[src/bp_pkg.sv]
/*
 * Branch prediction shared definitions
 * Address and counter widths, 2-bit counter state encoding and fetch constants
 * used by the fetch PC unit and the dynamic branch predictor
 */

package bp_pkg;

  ////////////////////////////////////////////////////////////////////////////
  // Widths
  ////////////////////////////////////////////////////////////////////////////
  localparam int addr_w    = 16;                // Instruction address width
  localparam int counter_w = 2;                 // BHT saturating counter width

  ////////////////////////////////////////////////////////////////////////////
  // Saturating counter states
  ////////////////////////////////////////////////////////////////////////////
  // Upper bit set means predict taken
  localparam logic [counter_w-1:0] strong_nt = 2'd0;  // Strongly not taken
  localparam logic [counter_w-1:0] weak_nt   = 2'd1;  // Weakly not taken
  localparam logic [counter_w-1:0] weak_t    = 2'd2;  // Weakly taken
  localparam logic [counter_w-1:0] strong_t  = 2'd3;  // Strongly taken

  ////////////////////////////////////////////////////////////////////////////
  // Fetch constants
  ////////////////////////////////////////////////////////////////////////////
  localparam logic [addr_w-1:0] reset_pc   = 16'h0000;  // First fetch after reset
  localparam logic [addr_w-1:0] inst_bytes = 16'd2;     // 2-byte instructions

endpackage

[src/branch_history_table.sv]
/*
 * Branch history table
 * Array of 2-bit saturating counters indexed by PC bits index_w:1,
 * combinational read and synchronous write, write wins over read
 */

`timescale 1ns/10ps

module branch_history_table #(
  parameter int index_w = 3                          // Log2 of the entry count
) (
  input  logic                           clk,        // System clock
  input  logic                           rst,        // Sync reset, active high
  input  logic [bp_pkg::addr_w-1:0]      rd_pc,      // Lookup address (fetch)
  input  logic                           wr_en,      // Counter update strobe
  input  logic [bp_pkg::addr_w-1:0]      wr_pc,      // Address of the resolved branch
  input  logic [bp_pkg::counter_w-1:0]   wr_state,   // New counter value
  output logic [bp_pkg::counter_w-1:0]   rd_state    // Counter at rd_pc
);

  ////////////////////////////////////////////////////////////////////////////
  // Storage and index decode
  ////////////////////////////////////////////////////////////////////////////
  localparam int entries = 2 ** index_w;             // Table depth

  logic [bp_pkg::counter_w-1:0] counters [entries];  // Counter array
  logic [index_w-1:0]           rd_idx;              // Read index
  logic [index_w-1:0]           wr_idx;              // Write index

  // Bit 0 is always zero for 2-byte instructions, so skip it
  assign rd_idx = rd_pc[index_w:1];
  assign wr_idx = wr_pc[index_w:1];

  ////////////////////////////////////////////////////////////////////////////
  // Counter update
  ////////////////////////////////////////////////////////////////////////////
  always_ff @(posedge clk) begin
    if (rst) begin
      // Every branch starts out strongly not taken
      for (int i = 0; i < entries; i++) begin
        counters[i] <= bp_pkg::strong_nt;
      end
    end else if (wr_en) begin
      counters[wr_idx] <= wr_state;                  // Lands next cycle
    end
  end

  ////////////////////////////////////////////////////////////////////////////
  // Lookup
  ////////////////////////////////////////////////////////////////////////////
  always_comb begin
    if (wr_en) begin
      rd_state = bp_pkg::strong_nt;                  // Table busy, predict not taken
    end else begin
      rd_state = counters[rd_idx];                   // Plain async read
    end
  end

endmodule

[src/branch_target_buffer.sv]
/*
 * Branch target buffer
 * Direct-mapped entries of valid, full-PC tag and target, with a hit flag;
 * a write in the same cycle turns the lookup into a miss
 */

`timescale 1ns/10ps

module branch_target_buffer #(
  parameter int index_w = 3                          // Log2 of the entry count
) (
  input  logic                       clk,            // System clock
  input  logic                       rst,            // Sync reset, active high
  input  logic [bp_pkg::addr_w-1:0]  rd_pc,          // Lookup address (fetch)
  input  logic                       wr_en,          // Allocate/refresh strobe
  input  logic [bp_pkg::addr_w-1:0]  wr_pc,          // Branch address, stored as tag
  input  logic [bp_pkg::addr_w-1:0]  wr_target,      // Resolved taken target
  output logic [bp_pkg::addr_w-1:0]  rd_target,      // Stored target, zero on miss
  output logic                       hit             // Valid entry with matching tag
);

  localparam int entries = 2 ** index_w;             // Table depth

  ////////////////////////////////////////////////////////////////////////////
  // Entry storage
  ////////////////////////////////////////////////////////////////////////////
  logic [entries-1:0]         valid;                 // Per-entry valid bits
  logic [bp_pkg::addr_w-1:0]  tags    [entries];     // Full PC of the branch
  logic [bp_pkg::addr_w-1:0]  targets [entries];     // Target address
  logic [index_w-1:0]         rd_idx;                // Read index
  logic [index_w-1:0]         wr_idx;                // Write index

  assign rd_idx = rd_pc[index_w:1];
  assign wr_idx = wr_pc[index_w:1];

  // Valid bit set on allocation
  always_ff @(posedge clk) begin
    if (rst) begin
      valid <= '0;
    end else if (wr_en) begin
      valid[wr_idx] <= 1'b1;
    end
  end

  always_ff @(posedge clk) begin
    if (wr_en) begin
      tags[wr_idx]    <= wr_pc;
      targets[wr_idx] <= wr_target;
    end
  end

  ////////////////////////////////////////////////////////////////////////////
  // Lookup
  ////////////////////////////////////////////////////////////////////////////
  assign hit       = ~wr_en & valid[rd_idx] & (tags[rd_idx] == rd_pc);  // Write has priority
  assign rd_target = hit ? targets[rd_idx] : '0;    // Zero on miss

endmodule

[src/dynamic_branch_predictor.sv]
/*
 * Dynamic branch predictor
 * Pairs the BHT and the BTB, looks both up at the fetch PC and updates them
 * from the decode outcome of the instruction held in IF/ID
 */

`timescale 1ns/10ps

module dynamic_branch_predictor #(
  parameter int index_w = 3                                // Log2 of the table depth
) (
  input  logic                           clk,              // System clock
  input  logic                           rst,              // Sync reset, active high
  input  logic [bp_pkg::addr_w-1:0]      fetch_pc,         // Lookup address
  input  logic [bp_pkg::addr_w-1:0]      if_id_pc,         // Address of the resolved branch
  input  logic [bp_pkg::counter_w-1:0]   if_id_prediction, // Counter seen at its fetch
  input  logic                           branch_update,    // Resolved branch, not stalled
  input  logic                           actual_taken,     // Resolved direction
  input  logic [bp_pkg::addr_w-1:0]      actual_target,    // Resolved target
  output logic [bp_pkg::counter_w-1:0]   prediction,       // Counter at fetch_pc
  output logic [bp_pkg::addr_w-1:0]      predicted_target, // BTB target at fetch_pc
  output logic                           btb_hit           // BTB hit at fetch_pc
);

  ////////////////////////////////////////////////////////////////////////////
  // Internal signals
  ////////////////////////////////////////////////////////////////////////////
  logic [bp_pkg::counter_w-1:0] next_state;  // Counter value to write back
  logic                         bht_wr_en;   // BHT write strobe
  logic                         btb_wr_en;   // BTB write strobe

  ////////////////////////////////////////////////////////////////////////////
  // Saturating counter update
  ////////////////////////////////////////////////////////////////////////////
  // Starts from the counter captured at fetch, not a re-read of the table
  always_comb begin
    case (if_id_prediction)
      bp_pkg::strong_nt: next_state = actual_taken ? bp_pkg::weak_nt : bp_pkg::strong_nt;
      bp_pkg::weak_nt:   next_state = actual_taken ? bp_pkg::weak_t  : bp_pkg::strong_nt;
      bp_pkg::weak_t:    next_state = actual_taken ? bp_pkg::strong_t : bp_pkg::weak_nt;
      bp_pkg::strong_t:  next_state = actual_taken ? bp_pkg::strong_t : bp_pkg::weak_t;
      default:           next_state = bp_pkg::strong_nt;
    endcase
  end

  // Every resolved branch trains the BHT, only taken ones allocate a target
  assign bht_wr_en = branch_update;
  assign btb_wr_en = branch_update & actual_taken;

  ////////////////////////////////////////////////////////////////////////////
  // Tables
  ////////////////////////////////////////////////////////////////////////////
  branch_history_table #(
    .index_w  (index_w)
  ) u_bht (
    .clk      (clk),
    .rst      (rst),
    .rd_pc    (fetch_pc),
    .wr_en    (bht_wr_en),
    .wr_pc    (if_id_pc),
    .wr_state (next_state),
    .rd_state (prediction)
  );

  branch_target_buffer #(
    .index_w   (index_w)
  ) u_btb (
    .clk       (clk),
    .rst       (rst),
    .rd_pc     (fetch_pc),
    .wr_en     (btb_wr_en),
    .wr_pc     (if_id_pc),
    .wr_target (actual_target),
    .rd_target (predicted_target),
    .hit       (btb_hit)
  );

endmodule

[src/fetch_pc_unit.sv]
/*
 * Fetch PC unit
 * Program counter and IF/ID registers, misprediction check on the decode
 * outcome, and next-PC selection between recovery, prediction and sequential
 */

`timescale 1ns/10ps

module fetch_pc_unit (
  input  logic                           clk,              // System clock
  input  logic                           rst,              // Sync reset, active high
  input  logic                           stall,            // Back-pressure from decode
  input  logic                           resolve,          // IF/ID instruction is a branch
  input  logic                           actual_taken,     // Resolved direction
  input  logic [bp_pkg::addr_w-1:0]      actual_target,    // Resolved target
  input  logic [bp_pkg::counter_w-1:0]   prediction,       // Counter at fetch_pc
  input  logic [bp_pkg::addr_w-1:0]      predicted_target, // BTB target at fetch_pc
  input  logic                           btb_hit,          // BTB hit at fetch_pc
  output logic [bp_pkg::addr_w-1:0]      fetch_pc,         // Current fetch address
  output logic [bp_pkg::addr_w-1:0]      if_id_pc,         // IF/ID instruction address
  output logic [bp_pkg::counter_w-1:0]   if_id_prediction, // Counter captured at fetch
  output logic                           if_id_valid,      // IF/ID holds a live instruction
  output logic                           branch_update,    // Train the tables
  output logic                           redirect          // Pulse, fetch was redirected
);

  ////////////////////////////////////////////////////////////////////////////
  // Internal signals
  ////////////////////////////////////////////////////////////////////////////
  logic                      if_id_hit;      // BTB hit at fetch of IF/ID
  logic [bp_pkg::addr_w-1:0] if_id_target;   // Target predicted at fetch of IF/ID
  logic                      fetch_taken;    // Current fetch predicted taken
  logic                      pred_taken;     // IF/ID instruction was predicted taken
  logic                      dir_miss;       // Direction was wrong
  logic                      tgt_miss;       // Taken, but to the wrong place
  logic                      mispredict;     // Recover this cycle
  logic [bp_pkg::addr_w-1:0] seq_pc;         // fetch_pc + 2
  logic [bp_pkg::addr_w-1:0] recover_pc;     // Correct path after a miss
  logic [bp_pkg::addr_w-1:0] next_pc;        // PC for the next cycle

  ////////////////////////////////////////////////////////////////////////////
  // Misprediction check
  ////////////////////////////////////////////////////////////////////////////
  // Stalled or flushed slots never train the tables
  assign branch_update = resolve & if_id_valid & ~stall;

  // Taken needs both a taken counter and a target to go to
  assign pred_taken = if_id_prediction[bp_pkg::counter_w-1] & if_id_hit;
  assign dir_miss   = pred_taken != actual_taken;
  assign tgt_miss   = pred_taken & (if_id_target != actual_target);
  assign mispredict = branch_update & (dir_miss | tgt_miss);

  ////////////////////////////////////////////////////////////////////////////
  // Next PC
  ////////////////////////////////////////////////////////////////////////////
  assign fetch_taken = prediction[bp_pkg::counter_w-1] & btb_hit;
  assign seq_pc      = fetch_pc + bp_pkg::inst_bytes;
  assign recover_pc  = actual_taken ? actual_target : if_id_pc + bp_pkg::inst_bytes;

  always_comb begin
    if (mispredict) begin
      next_pc = recover_pc;                  // Back to the correct path
    end else if (fetch_taken) begin
      next_pc = predicted_target;            // Follow the BTB
    end else begin
      next_pc = seq_pc;                      // Fall through
    end
  end

  ////////////////////////////////////////////////////////////////////////////
  // PC and IF/ID registers
  ////////////////////////////////////////////////////////////////////////////
  always_ff @(posedge clk) begin
    if (rst) begin
      fetch_pc         <= bp_pkg::reset_pc;
      if_id_pc         <= bp_pkg::reset_pc;
      if_id_prediction <= bp_pkg::strong_nt;
      if_id_hit        <= 1'b0;
      if_id_valid      <= 1'b0;
    end else if (!stall) begin
      fetch_pc         <= next_pc;
      if_id_pc         <= fetch_pc;
      if_id_prediction <= prediction;
      if_id_hit        <= btb_hit;
      if_id_valid      <= ~mispredict;       // Wrong-path fetch is flushed
    end
  end

  // Predicted target moves with the IF/ID stage
  always_ff @(posedge clk) begin
    if (!stall) begin
      if_id_target <= predicted_target;
    end
  end

  // One-cycle pulse, lines up with the redirected fetch_pc
  always_ff @(posedge clk) begin
    if (rst) begin
      redirect <= 1'b0;
    end else begin
      redirect <= mispredict;
    end
  end

endmodule

[src/branch_predict_top.sv]
/*
 * Branch prediction subsystem top
 * Connects the fetch PC unit to the dynamic branch predictor and sets the
 * table size for both tables
 */

`timescale 1ns/10ps

module branch_predict_top #(
  parameter int index_w = 3                                // Log2 of the table depth
) (
  input  logic                           clk,              // System clock
  input  logic                           rst,              // Sync reset, active high
  input  logic                           stall,            // Back-pressure from decode
  input  logic                           resolve,          // IF/ID instruction is a branch
  input  logic                           actual_taken,     // Resolved direction
  input  logic [bp_pkg::addr_w-1:0]      actual_target,    // Resolved target
  output logic [bp_pkg::addr_w-1:0]      fetch_pc,         // Current fetch address
  output logic [bp_pkg::addr_w-1:0]      if_id_pc,         // IF/ID instruction address
  output logic [bp_pkg::counter_w-1:0]   if_id_prediction, // Counter captured at fetch
  output logic                           if_id_valid,      // IF/ID holds a live instruction
  output logic                           redirect          // Fetch redirect pulse
);

  ////////////////////////////////////////////////////////////////////////////
  // Fetch <-> predictor wires
  ////////////////////////////////////////////////////////////////////////////
  logic [bp_pkg::counter_w-1:0] prediction;        // Counter at fetch_pc
  logic [bp_pkg::addr_w-1:0]    predicted_target;  // BTB target at fetch_pc
  logic                         btb_hit;           // BTB hit at fetch_pc
  logic                         branch_update;     // Gated resolve

  ////////////////////////////////////////////////////////////////////////////
  // Fetch PC unit
  ////////////////////////////////////////////////////////////////////////////
  fetch_pc_unit u_fetch (
    .clk              (clk),
    .rst              (rst),
    .stall            (stall),
    .resolve          (resolve),
    .actual_taken     (actual_taken),
    .actual_target    (actual_target),
    .prediction       (prediction),
    .predicted_target (predicted_target),
    .btb_hit          (btb_hit),
    .fetch_pc         (fetch_pc),
    .if_id_pc         (if_id_pc),
    .if_id_prediction (if_id_prediction),
    .if_id_valid      (if_id_valid),
    .branch_update    (branch_update),
    .redirect         (redirect)
  );

  ////////////////////////////////////////////////////////////////////////////
  // Predictor
  ////////////////////////////////////////////////////////////////////////////
  dynamic_branch_predictor #(
    .index_w          (index_w)
  ) u_dbp (
    .clk              (clk),
    .rst              (rst),
    .fetch_pc         (fetch_pc),
    .if_id_pc         (if_id_pc),
    .if_id_prediction (if_id_prediction),
    .branch_update    (branch_update),
    .actual_taken     (actual_taken),
    .actual_target    (actual_target),
    .prediction       (prediction),
    .predicted_target (predicted_target),
    .btb_hit          (btb_hit)
  );

endmodule

[config.mk]
export PLATFORM = sky130hd
export DESIGN_NAME = branch_predict_top
export DESIGN_NICKNAME = d
export VERILOG_FILES = /design/src/bp_pkg.sv /design/src/branch_history_table.sv /design/src/branch_target_buffer.sv /design/src/dynamic_branch_predictor.sv /design/src/fetch_pc_unit.sv /design/src/branch_predict_top.sv
export SDC_FILE = /design/constraint.sdc
export NUM_CORES = 1
export LEC_CHECK = 0
export ABC_AREA = 1
export BUFFER_PORTS_ARGS = -buffer_cell sky130_fd_sc_hd__buf_2
export CORE_ASPECT_RATIO = 1.2
export CORE_UTILIZATION = 35
export CTS_CLUSTER_DIAMETER = 120
export DETAILED_ROUTE_END_ITERATION = 16
export GPL_ROUTABILITY_DRIVEN = 0
export PLACE_DENSITY = 0.52
export SYNTH_ARGS = -nofsm -noshare
export SYNTH_HDL_FRONTEND = slang
export SYNTH_SLANG_ARGS = --single-unit
[constraint.sdc]
create_clock -name clk -period 13 [get_ports clk]
set_input_delay 1.3 -clock clk [delete_from_list [all_inputs] [get_ports clk]]
set_output_delay 1.3 -clock clk [all_outputs]
set_load 0.05 [all_outputs]
==> flow_summary.toml <==
[finish]
multiInputGateArea_mm2 = 0.004517
area_growth_pct = 12.83
drive_gt1_share_pct = 9.313
seq_area_mm2 = 0.009614
nNetsFinal = 1597
n_fill_cell = 4100
final_area_mm2 = 0.01693

[power_and_ir_drop]
power.share.switching_pct = 25.43
internal_power_mw = 1.829
power_frac_comb_pct = 10.3
clkPwrFrac_pct = 40.4
ir_drop_mv = 0.07397
p_per_area_mw_per_mm2 = 144.9
power.leakage_nw = 6.613
p_switching_mw = 0.6237
p_seq_share_pct = 49.3

[worst_setup_path]
path_cells = "buf_4 > buf_4 > nand2_1 > nand3_1 > nand3_1 > nand3_1 > nand2_1 > nor2_1 > nand2_1 > nor2_2 > nand4_4 > inv_2 > nand2_1 > nand3_1 > a21oi_1"
critPathMaxFanout = 76
crit_path_end_kind = "flop"
crit_required_ns = 13.41
crit_path_start_kind = "flop"
crit_arrival_ns = 4.21
critical-path-slowest-cell = "buf_4"
critical-path-max-stage-delay_ns = 0.77
worstSetupPathType = "flop to flop"

[sta]
whs_ns = 0.4649
tns_ns = 0
fmax_mhz = 262.9
setup_viol = 0
relSlewSlack_pct = 32.25
min_period_over_period_pct = 29.26
rsz0062_at_grt = "no"
finalMaxSlewViolations = 0
period_needed_ns = 3.804
tightestPinTransition_ns = 1.015
finClkSkew_ns = 0.01331
hold_viol = 0

[detailed_routing]
wl_per_cell_um = 19.62
wl_um = 42130
ant_nets = 0
drc = 0
drtIter0Drc = 923
routed-via-count = 10890
first_pass_iters = 5
viasPerCell = 5.070

[logic_synthesis]
ys_types = 38
syn_area_mm2 = 0.01500
ys_warn_count = 0
yosysTopAreaCellShare_pct = 57.64
async_flop_share_pct = 0
synthFlopType = "edfxtp_1"
syn_inst = 1537
synth_nets = 1560
synth_top_area_cell = "edfxtp_1"
synth_edf_count = 288
synthTopCellsByArea = "edfxtp_1 58%, nand2_1 10%, dfxtp_1 6.4%"
ys_seq_elements = 336
syn_area_per_cell_um2 = 9.761
yosysSeqAreaShare_pct = 64.05

[floorplan]
start_util_pct = 35.67
io_pins = 57
die_area_mm2 = 0.04370
fp.dieH_um = 228.8
core_mm2 = 0.04207
die-width_um = 191
rows = 82

[clock_tree]
clk_pin_slew_ns = 0.06
cts_setup_buffers = 0
cts-root-buf = "clkbuf_16"
postCtsHoldBufs = 0
cts_resized = 0
cts_tree = "done"
cts_buffers = 36
clock_latency_ns = 0.53
clock_path_buffers = 3
htree_levels = 2
cts_num_sinks = 336

[placement]
post-dp-hpwl_um = 26310
place_area_mm2 = 0.01581
portBuffers = 56

[global_route]
antenna_found_initial = 1
grt_pass1_vias = 10430
grt_use_total_pct = 19.37
grt_first_pass_wirelength_um = 63620
grt_overflow = 0
grt_max_degree = 77

[hold_path]
hold_path.class = "flop to flop"

[run_status]
status = "complete, no violations"

[flow_run]
maxCapViolations = 0
stage by stage:
step,setup WS (ns),utilization (%),cells,power [mW]
6_report,9.196,40.24,2147,2.453
5_1_grt,8.878,40.24,2146,2.537
4_1_cts,9.256,40.24,2146,2.471
3_3_place_gp,8.781,37.58,2082,1.484
3_5_place_dp,8.799,37.58,2082,1.485
2_1_floorplan,7.663,-,1537,1.396
area by class of cell:
type / count / area share [%]
tap: 546 / 4.036
clock buffer: 51 / 5.965
antenna: 1 / 0.01478
timing repair buffer: 79 / 2.676
inverter: 143 / 3.186
clock inverter: 13 / 0.6431
multi-input combinational: 978 / 26.68
sequential: 336 / 56.80
power groups by stage:
stage	clock network (mW)	logic [mW]	registers, mW
after floorplan	0	0.150	1.25
after global placement	0	0.253	1.23
after detailed placement	0	0.254	1.23
after CTS	1.01	0.254	1.21
after global routing	1.05	0.279	1.21
final	0.992	0.253	1.21
worst max-delay path: cells and delay by family, from the launching register on:
kind                   cells  cell delay [ns]
buffers and inverters      3             1.65
and+or+nand+nor           11             1.45
AOI/OAI and AO/OA          1             0.10
DFF                        1             0.35
Yosys cell counts (6+ instances only):
cell type  instances
clkbuf_1          38
o21ai_0           78
a32oi_1           15
o22ai_1            6
nor2_1           154
dfxtp_1           48
edfxtp_1         288
nor4_1             6
xor2_1            19
nand3_1          160
nand4_1           18
buf_4              6
buf_2             18
buf_1             13
nand2_1          402
a21oi_1           68
nor3_1            10
inv_1            138
o21ai_1           11
layer usage:
layer	share of wire [%]	track usage (%)
met1	43	25.72
met2	48	32.11
met3	5.7	3.055
met4	2.7	6.175
met5	0	0
worst paths after layout:
check | startpoint | end | slack, ns | cells past startpoint
worst max-delay path | flop | u_fetch.fetch_pc[3] | 9.20 | 15
worst min-delay path | u_dbp.u_btb.valid[6] | u_dbp.u_btb.valid[6] | 0.46 | 2
worst max register to register | flop | u_fetch.fetch_pc[3] | 9.20 | 15
worst min register to register | u_dbp.u_btb.valid[6] | u_dbp.u_btb.valid[6] | 0.46 | 2
placed cells by master, fill, tap and decap left out, drive strengths merged, types with 2 or more instances in the layout:
| master | Yosys | routed |
|---|---|---|
| dfxtp | 48 | 48 |
| clkinv | 0 | 10 |
| a32oi | 15 | 15 |
| o221ai | 4 | 4 |
| nand3 | 160 | 160 |
| ha | 2 | 2 |
| or2 | 3 | 3 |
| xnor2 | 3 | 3 |
| edfxtp | 288 | 288 |
| buf | 42 | 79 |
| a21oi | 68 | 68 |
| clkbuf | 38 | 51 |
| bufinv | 0 | 2 |
| xor2 | 19 | 19 |
| nor2 | 156 | 156 |
| inv | 143 | 143 |
| nor4 | 6 | 6 |
| nand2 | 402 | 402 |
| nor3 | 11 | 11 |
| nand4 | 19 | 19 |
| o21ai | 89 | 89 |
| o22ai | 6 | 6 |
| nand3b | 3 | 3 |
| a22o | 3 | 3 |
| a31oi | 3 | 3 |
cell families after synthesis:
group           after synthesis  synth area share (%)
compound gates              193                 7.164
xor+xnor                     22                 1.284
fa+ha+maj                     2                0.1668
buf+inv                     223                 6.146
flops                       336                 64.05
simple gates                761                 21.19
sequential cells by signal, indices dropped and copies added (netlist names), 2 cells and up, named ones only:
signal / flops
u_fetch.fetch_pc: 16
u_dbp.u_btb.tags: 128
u_dbp.u_btb.targets: 128
u_fetch.if_id_target: 16
u_dbp.u_btb.valid: 8
u_fetch.if_id_pc: 16
u_dbp.u_bht.counters: 16
u_fetch.if_id_prediction: 2
Note: power is estimated with default switching activity, not from simulation.
